--- src/hdl/fxp_pkg.sv ---
// --------------------------------------------------
// Q8.8 fixed-point widths, value types and operation
// codes shared by the math unit and its testbench.
// --------------------------------------------------
package fxp_pkg;

    localparam int int_width  = 8;
    localparam int frac_width = 8;
    localparam int fxp_width  = int_width + frac_width;

    // Signed Q8.8 value.
    typedef logic signed [fxp_width-1:0] fxp_t;

    // Integer exponent taken from the top bits of an operand.
    typedef logic [int_width-1:0] fxp_exp_t;

    // Unsigned magnitude product, wide enough for any two operands.
    typedef logic [2*fxp_width-1:0] fxp_prod_t;

    localparam fxp_t fxp_one = fxp_t'(1 << frac_width);

    typedef enum logic {
        OP_MUL = 1'b0,
        OP_POW = 1'b1
    } fxp_op_e;

endpackage

--- src/hdl/fxp_job_if.sv ---
// --------------------------------------------------
// One arithmetic job and its result between a
// requester and a worker, with a done pulse.
// --------------------------------------------------
interface fxp_job_if;

    logic          req_valid;
    logic          req_ready;
    fxp_pkg::fxp_t a;
    fxp_pkg::fxp_t b;
    logic          done;
    // Held by the worker after done until its next job.
    fxp_pkg::fxp_t result;

    modport requester (
        output req_valid,
        output a,
        output b,
        input  req_ready,
        input  done,
        input  result
    );

    modport worker (
        input  req_valid,
        input  a,
        input  b,
        output req_ready,
        output done,
        output result
    );

endinterface

--- src/hdl/fxp_mul.sv ---
// --------------------------------------------------
// Sequential shift-add Q8.8 multiplier, one bit of
// the multiplier per cycle, worker side of a job.
// --------------------------------------------------
module fxp_mul (
    input  logic      clk,
    input  logic      rst,
    fxp_job_if.worker job
);

    typedef enum logic [1:0] {
        ST_IDLE,
        ST_RUN,
        ST_FINISH
    } state_e;

    state_e                                state;
    logic [$clog2(fxp_pkg::fxp_width)-1:0] step;
    logic [fxp_pkg::fxp_width-1:0]         mplier;
    fxp_pkg::fxp_prod_t                    mcand;
    fxp_pkg::fxp_prod_t                    acc;
    fxp_pkg::fxp_prod_t                    prod_signed;
    logic                                  neg;
    logic                                  done_q;
    fxp_pkg::fxp_t                         res_q;
    fxp_pkg::fxp_t                         neg_a;
    fxp_pkg::fxp_t                         neg_b;
    logic [fxp_pkg::fxp_width-1:0]         mag_a;
    logic [fxp_pkg::fxp_width-1:0]         mag_b;
    logic                                  accept;

    assign accept = job.req_valid && job.req_ready;

    // Magnitudes, -32768 maps onto 0x8000 which still fits unsigned.
    assign neg_a = -job.a;
    assign neg_b = -job.b;
    assign mag_a = job.a[fxp_pkg::fxp_width-1] ? neg_a : job.a;
    assign mag_b = job.b[fxp_pkg::fxp_width-1] ? neg_b : job.b;

    // Two's complement product, so dropping the low bits rounds toward minus infinity.
    assign prod_signed = neg ? -acc : acc;

    assign job.req_ready = (state == ST_IDLE) && !done_q;
    assign job.done      = done_q;
    assign job.result    = res_q;

    always_ff @(posedge clk) begin
        if (rst) begin
            state  <= ST_IDLE;
            done_q <= 1'b0;
        end else begin
            done_q <= 1'b0;
            case (state)
                ST_IDLE: begin
                    if (accept) begin
                        state <= ST_RUN;
                    end
                end
                ST_RUN: begin
                    // Last multiplier bit.
                    if (&step) begin
                        state <= ST_FINISH;
                    end
                end
                ST_FINISH: begin
                    state  <= ST_IDLE;
                    done_q <= 1'b1;
                end
                default: begin
                    state <= ST_IDLE;
                end
            endcase
        end
    end

    always_ff @(posedge clk) begin
        case (state)
            ST_IDLE: begin
                if (accept) begin
                    mcand  <= fxp_pkg::fxp_prod_t'(mag_a);
                    mplier <= mag_b;
                    acc    <= '0;
                    step   <= '0;
                    neg    <= job.a[fxp_pkg::fxp_width-1] ^ job.b[fxp_pkg::fxp_width-1];
                end
            end
            ST_RUN: begin
                if (mplier[0]) begin
                    acc <= acc + mcand;
                end
                mcand  <= mcand << 1;
                mplier <= mplier >> 1;
                step   <= step + 1'b1;
            end
            ST_FINISH: begin
                res_q <= prod_signed[fxp_pkg::fxp_width+fxp_pkg::frac_width-1 -: fxp_pkg::fxp_width];
            end
            default: begin
            end
        endcase
    end

    // Busy for the whole job, done exactly 17 cycles after acceptance.
    assert property (@(posedge clk) disable iff (rst)
        accept |=> !job.req_ready [*17] ##1 (job.done && !job.req_ready));

endmodule

--- src/hdl/fxp_pow.sv ---
// --------------------------------------------------
// Power unit: a raised to the integer part of b by
// repeated Q8.8 multiplies on a private multiplier.
// --------------------------------------------------
module fxp_pow (
    input  logic      clk,
    input  logic      rst,
    fxp_job_if.worker job
);

    typedef enum logic [1:0] {
        ST_IDLE,
        ST_CHECK,
        ST_START,
        ST_WAIT
    } state_e;

    state_e             state;
    fxp_pkg::fxp_t      base;
    fxp_pkg::fxp_exp_t  count;
    fxp_pkg::fxp_t      acc;
    logic               done_q;
    logic               accept;

    fxp_job_if mul_job ();

    fxp_mul i_fxp_mul (
        .clk (clk),
        .rst (rst),
        .job (mul_job)
    );

    assign accept = job.req_valid && job.req_ready;

    assign job.req_ready = (state == ST_IDLE) && !done_q;
    assign job.done      = done_q;
    assign job.result    = acc;

    // Running result times the base.
    assign mul_job.req_valid = (state == ST_START);
    assign mul_job.a         = acc;
    assign mul_job.b         = base;

    always_ff @(posedge clk) begin
        if (rst) begin
            state  <= ST_IDLE;
            done_q <= 1'b0;
        end else begin
            done_q <= 1'b0;
            case (state)
                ST_IDLE: begin
                    if (accept) begin
                        state <= ST_CHECK;
                    end
                end
                ST_CHECK: begin
                    if (count == '0) begin
                        state  <= ST_IDLE;
                        done_q <= 1'b1;
                    end else begin
                        state <= ST_START;
                    end
                end
                ST_START: begin
                    if (mul_job.req_ready) begin
                        state <= ST_WAIT;
                    end
                end
                ST_WAIT: begin
                    if (mul_job.done) begin
                        state <= ST_CHECK;
                    end
                end
                default: begin
                    state <= ST_IDLE;
                end
            endcase
        end
    end

    always_ff @(posedge clk) begin
        if (state == ST_IDLE && accept) begin
            base  <= job.a;
            count <= job.b[fxp_pkg::fxp_width-1 -: fxp_pkg::int_width];
            acc   <= fxp_pkg::fxp_one;
        end
        if (state == ST_START && mul_job.req_ready) begin
            count <= count - 1'b1;
        end
        if (state == ST_WAIT && mul_job.done) begin
            acc <= mul_job.result;
        end
    end

    // Outside a new job the counter only ever steps down by one from a non-zero value.
    assert property (@(posedge clk) disable iff (rst)
        ($changed(count) && !$past(accept)) |->
            ($past(count) != '0 && count == $past(count) - 1'b1));

endmodule

--- src/hdl/fxp_math_ctrl.sv ---
// --------------------------------------------------
// Accepts one request, runs it on the multiplier or
// the power unit and holds the result for output.
// --------------------------------------------------
module fxp_math_ctrl (
    input  logic                clk,
    input  logic                rst,
    input  logic                in_valid,
    output logic                in_ready,
    input  fxp_pkg::fxp_op_e    op,
    input  fxp_pkg::fxp_t       a,
    input  fxp_pkg::fxp_t       b,
    output logic                out_valid,
    input  logic                out_ready,
    output fxp_pkg::fxp_t       result,
    fxp_job_if.requester        mul,
    fxp_job_if.requester        pow
);

    typedef enum logic [1:0] {
        ST_IDLE,
        ST_DISPATCH,
        ST_WAIT,
        ST_OUTPUT
    } state_e;

    state_e             state;
    fxp_pkg::fxp_op_e   op_q;
    fxp_pkg::fxp_t      a_q;
    fxp_pkg::fxp_t      b_q;
    fxp_pkg::fxp_t      res_q;
    logic               in_ready_q;
    logic               is_pow;
    logic               sel_ready;
    logic               sel_done;
    fxp_pkg::fxp_t      sel_result;

    assign is_pow     = (op_q == fxp_pkg::OP_POW);
    assign sel_ready  = is_pow ? pow.req_ready : mul.req_ready;
    assign sel_done   = is_pow ? pow.done : mul.done;
    assign sel_result = is_pow ? pow.result : mul.result;

    // Only the selected worker sees a request.
    assign mul.req_valid = (state == ST_DISPATCH) && !is_pow;
    assign pow.req_valid = (state == ST_DISPATCH) && is_pow;
    assign mul.a         = a_q;
    assign mul.b         = b_q;
    assign pow.a         = a_q;
    assign pow.b         = b_q;

    assign in_ready  = in_ready_q;
    assign out_valid = (state == ST_OUTPUT);
    assign result    = res_q;

    always_ff @(posedge clk) begin
        if (rst) begin
            state      <= ST_IDLE;
            in_ready_q <= 1'b0;
        end else begin
            case (state)
                ST_IDLE: begin
                    if (in_valid && in_ready_q) begin
                        state      <= ST_DISPATCH;
                        in_ready_q <= 1'b0;
                    end else begin
                        in_ready_q <= 1'b1;
                    end
                end
                ST_DISPATCH: begin
                    if (sel_ready) begin
                        state <= ST_WAIT;
                    end
                end
                ST_WAIT: begin
                    if (sel_done) begin
                        state <= ST_OUTPUT;
                    end
                end
                ST_OUTPUT: begin
                    // Back-pressure holds the unit here, so no new input is taken.
                    if (out_ready) begin
                        state      <= ST_IDLE;
                        in_ready_q <= 1'b1;
                    end
                end
                default: begin
                    state <= ST_IDLE;
                end
            endcase
        end
    end

    always_ff @(posedge clk) begin
        if (state == ST_IDLE && in_valid && in_ready_q) begin
            op_q <= op;
            a_q  <= a;
            b_q  <= b;
        end
        if (state == ST_WAIT && sel_done) begin
            res_q <= sel_result;
        end
    end

    // A stalled result stays valid and unchanged.
    assert property (@(posedge clk) disable iff (rst)
        (out_valid && !out_ready) |=> (out_valid && $stable(result)));

    // Never ready for a new request while a result is pending.
    assert property (@(posedge clk) disable iff (rst)
        !(in_ready && out_valid));

endmodule

--- src/hdl/fxp_math_unit.sv ---
// --------------------------------------------------
// Q8.8 math unit top: multiply and integer power
// behind valid/ready input and output ports.
// --------------------------------------------------
module fxp_math_unit (
    input  logic          clk,
    input  logic          rst,
    input  logic          in_valid,
    output logic          in_ready,
    input  logic [0:0]    op,
    input  fxp_pkg::fxp_t a,
    input  fxp_pkg::fxp_t b,
    output logic          out_valid,
    input  logic          out_ready,
    output fxp_pkg::fxp_t result
);

    fxp_pkg::fxp_op_e op_e;

    // 0 selects multiply, 1 selects power.
    assign op_e = fxp_pkg::fxp_op_e'(op);

    fxp_job_if ctrl_mul ();
    fxp_job_if ctrl_pow ();

    fxp_math_ctrl i_fxp_math_ctrl (
        .clk       (clk),
        .rst       (rst),
        .in_valid  (in_valid),
        .in_ready  (in_ready),
        .op        (op_e),
        .a         (a),
        .b         (b),
        .out_valid (out_valid),
        .out_ready (out_ready),
        .result    (result),
        .mul       (ctrl_mul),
        .pow       (ctrl_pow)
    );

    fxp_mul i_fxp_mul (
        .clk (clk),
        .rst (rst),
        .job (ctrl_mul)
    );

    fxp_pow i_fxp_pow (
        .clk (clk),
        .rst (rst),
        .job (ctrl_pow)
    );

endmodule

--- config.mk ---
export PLATFORM = sky130hd
export DESIGN_NAME = fxp_math_unit
export DESIGN_NICKNAME = d
export VERILOG_FILES = /design/src/hdl/fxp_pkg.sv /design/src/hdl/fxp_job_if.sv /design/src/hdl/fxp_mul.sv /design/src/hdl/fxp_pow.sv /design/src/hdl/fxp_math_ctrl.sv /design/src/hdl/fxp_math_unit.sv
export SDC_FILE = /design/constraint.sdc
export NUM_CORES = 1
export LEC_CHECK = 0
export BUFFER_PORTS_ARGS = -buffer_cell sky130_fd_sc_hd__buf_2
export CAP_MARGIN = 20
export CORE_MARGIN = 2
export CORE_UTILIZATION = 50
export DETAILED_ROUTE_END_ITERATION = 10
export GPL_TIMING_DRIVEN = 0
export PLACE_DENSITY = 0.77
export SKIP_CTS_REPAIR_TIMING = 1
export SYNTH_ARGS = -nofsm -noshare
export SYNTH_HDL_FRONTEND = slang
export SYNTH_SLANG_ARGS = --single-unit
--- constraint.sdc ---
create_clock -name clk -period 3.79 [get_ports clk]
set_clock_uncertainty 0.15 [all_clocks]
set_input_delay 0.5685 -clock clk [delete_from_list [all_inputs] [get_ports clk]]
set_output_delay 0.5685 -clock clk [all_outputs]
set_load 0.02 [all_outputs]
==> flow_summary.ini <==
[run_status]
outcome = finished, final reports clean

[synthesis]
synth_most_common_cell = edfxtp_1
yosysSeqAreaShare = 0.571
synthTopCellsByCount = edfxtp_1, nand2_1, o21ai_0
synth_edf_count = 259
yosys_register_bits = 271
syn_inst = 1211
synth_top_cell_area_share = 0.554
async_flop_share = 0
synth_area_leader_cell = edfxtp_1
yosys-top-cells-area = edfxtp_1, ha_1, xor2_1
dominantRegCellSynth = edfxtp_1
synth_area_per_cell_um2 = 11.6
yosys_warnings = 0
synth_area_mm2 = 0.0140
syn_nets = 1313
synth.distinct_cells = 58

[routing]
vias_per_cell = 5.65
dr_total_vias = 9622
ant_nets = 0
wl_per_cell_um = 16.9
first_pass_iters = 7
routed_wirelength_um = 28800
drc = 0
drt_iter0_markers = 726

[setup_path]
cp_num_cells = 9
cp-start-kind = flop
r2r_cells = 9
timing.rr.end = i_fxp_pow.i_fxp_mul.acc[20]
worstSetupPathType = flop to flop
worstPathMaxFanout = 4
cp_slowest_cell = o41ai_1
r2r_slack_ns = 0.38
startpoint = i_fxp_pow.i_fxp_mul.acc[0]
worstReg2RegStart = i_fxp_pow.i_fxp_mul.acc[0]
cp.required_ns = 3.94
critPathBufInv = 0
path_cells = ha_1 > fa_1 > a21oi_1 > nor2_1 > o41ai_1 > o21ai_0 > a221oi_1 > nor4_1 > a211o_1
slowest_delay_ns = 0.51
end_kind = flop
arrival_ns = 3.56
setup.worst_path.end = i_fxp_pow.i_fxp_mul.acc[20]
crit_family = compound AO/OA/AOI/OAI gates

[timing]
fmax_ghz = 0.293
hold_viol = 0
post-route-period-util = 0.899
rsz0062_at_grt = false
fin_crit_ns = 3.41
setup_tns_ns = 0
timing.final.max_slew_violations = 0
worstMarginPinSlew_ns = 0.948
setup_violations = 0
timing.slew.headroom = 0.365

[place]
portBuffers = 54
dp.cells = 1647
finalWeightedCongestion = 0.898
dp_hpwl_um = 21200

[die]
ios = 55
dieWidth_um = 172
die_area_mm2 = 0.0294
core_mm2 = 0.0277
dieHeight_um = 172
rows = 61
start_util = 0.506

[grt]
grt_max_degree = 42
grt_pass1_vias = 9170
grt_util_all_layers = 0.200
grt_overflow_total = 0
grt_antenna_before_repair = 0
grt_pass1_wl_um = 46800

[clock_tree]
cts.path.max_buffers = 3
path_clk_slew_ns = 0.06
root_buffer = clkbuf_16
numCtsBuffers = 29
htreeDepth = 1
cts_tree = yes
worstSkewPairLatency_ns = 0.55
clock_sink_count = 271

[finish]
layout-area-overhead-vs-synth_pct = 12.9
drive_above_1_share = 0.106
layout.nets = 1404
utilization = 0.572
antennaDiodeCount = 0
fin_cells = 1702

[power_and_ir_drop]
peakVddDrop_v = 0.000440
leakagePower_uw = 0.00565
power_density_mw_per_mm2 = 585
power.total_uw = 9260

[hold_path]
hp-class = primary input to flop

[job]
drv_cap = 0
[layout make-up]
cell class	instances	area, um2
inverter	32	120
fill	2236	11900
clock inverter	19	190
timing repair buffer	60	392
buffer	37	139
sequential	271	8020
multi-input combinational	871	5760
tap	378	473
clock buffer	34	744
[cells in the final DEF (no fill, tap or decap), types with 7 or more instances in the layout]
master | Yosys | routed
inv_1 | 32 | 32
nor3_1 | 21 | 21
o31ai_1 | 20 | 20
ha_1 | 63 | 63
clkbuf_1 | 27 | 32
nand3_1 | 15 | 15
nand2_1 | 148 | 146
mux2_2 | 16 | 16
clkinv_2 | 0 | 7
nor4_1 | 14 | 14
xor2_1 | 76 | 76
dfxtp_1 | 12 | 12
buf_1 | 10 | 10
clkbuf_16 | 0 | 29
a211oi_1 | 9 | 9
and3_1 | 21 | 21
o21ai_0 | 115 | 115
nand3b_1 | 8 | 8
buf_2 | 0 | 54
nor2_1 | 66 | 66
nand2b_1 | 15 | 15
nor2b_1 | 18 | 16
xnor2_1 | 57 | 57
o41ai_1 | 8 | 8
and2_1 | 27 | 27
or3_1 | 20 | 20
mux2i_1 | 9 | 9
edfxtp_1 | 259 | 259
a21oi_1 | 46 | 46
[through the flow]
step / hold WS (ns) / worst slack [ns] / cell area (um2)
2_1_floorplan: 0.313 / 0.973 / 14000
3_3_place_gp: 0.334 / 0.0540 / 14800
3_5_place_dp: 0.347 / 0.425 / 14900
4_1_cts: 0.0159 / 0.434 / 15800
5_1_grt: 0.0177 / 0.239 / 15800
6_report: 0.0424 / 0.381 / 15800
[worst reg2reg max path, cell delays in order, from the launching register on]
cell	delay, ns
edfxtp_1	0.41
ha_1	0.23
fa_1	0.40
a21oi_1	0.21
nor2_1	0.09
o41ai_1	0.51
o21ai_0	0.37
a221oi_1	0.46
nor4_1	0.09
a211o_1	0.23
[how the worst min path moves through the flow]
stage / slack, ns / to / cells after the start / startpoint
2_1_floorplan: 0.31 / i_fxp_pow.base[14] / 0 / i_fxp_math_ctrl.mul.a[14]
3_3_place_gp: 0.33 / i_fxp_math_ctrl.in_ready / 2 / i_fxp_math_ctrl.in_ready
3_5_place_dp: 0.35 / i_fxp_pow.job.result[8] / 1 / i_fxp_pow.i_fxp_mul.job.result[8]
4_1_cts: 0.02 / i_fxp_math_ctrl.mul.b[15] / 1 / b[15]
5_1_grt: 0.02 / i_fxp_math_ctrl.mul.a[1] / 1 / a[1]
6_report: 0.04 / i_fxp_math_ctrl.mul.a[8] / 1 / a[8]
[power by group]
part	internal, uW	total (uW)	switching [uW]
logic	895	2250	1360
registers	3900	4240	335
clock network	1620	2770	1150
[flip-flops by register name (all words and copies together) (netlist names), 4 cells and up]
register,count
i_fxp_mul.acc,24
i_fxp_math_ctrl.mul.a,16
i_fxp_pow.job.result,16
i_fxp_pow.base,16
i_fxp_pow.i_fxp_mul.acc,24
i_fxp_pow.count,8
i_fxp_mul.mcand,24
i_fxp_mul.mplier,16
i_fxp_pow.i_fxp_mul.mplier,16
i_fxp_mul.job.result,16
i_fxp_pow.i_fxp_mul.step,4
i_fxp_mul.step,4
i_fxp_pow.i_fxp_mul.mcand,24
i_fxp_math_ctrl.mul.b,16
i_fxp_math_ctrl.result,16
i_fxp_pow.i_fxp_mul.job.result,16
[layer usage]
| metal | vias up | part of all wire | global-route usage |
|---|---|---|---|
| li1 | 4637 | - | - |
| met1 | 4652 | 0.45 | 0.278 |
| met2 | 281 | 0.47 | 0.330 |
| met3 | 52 | 0.058 | 0.0301 |
| met4 | 0 | 0.022 | 0.0483 |
| met5 | - | 0 | 0 |
[cells by family after synthesis]
family | after synthesis | share of synthesized area
and+or+nand+nor | 399 | 0.140
DFF | 271 | 0.571
AOI/OAI and AO/OA | 249 | 0.108
buffers and inverters | 69 | 0.0185
xor gates and xnor gates | 133 | 0.0830
adders and majority gates | 65 | 0.0590
muxes | 25 | 0.0193
Power figures use the tool's default switching activity.
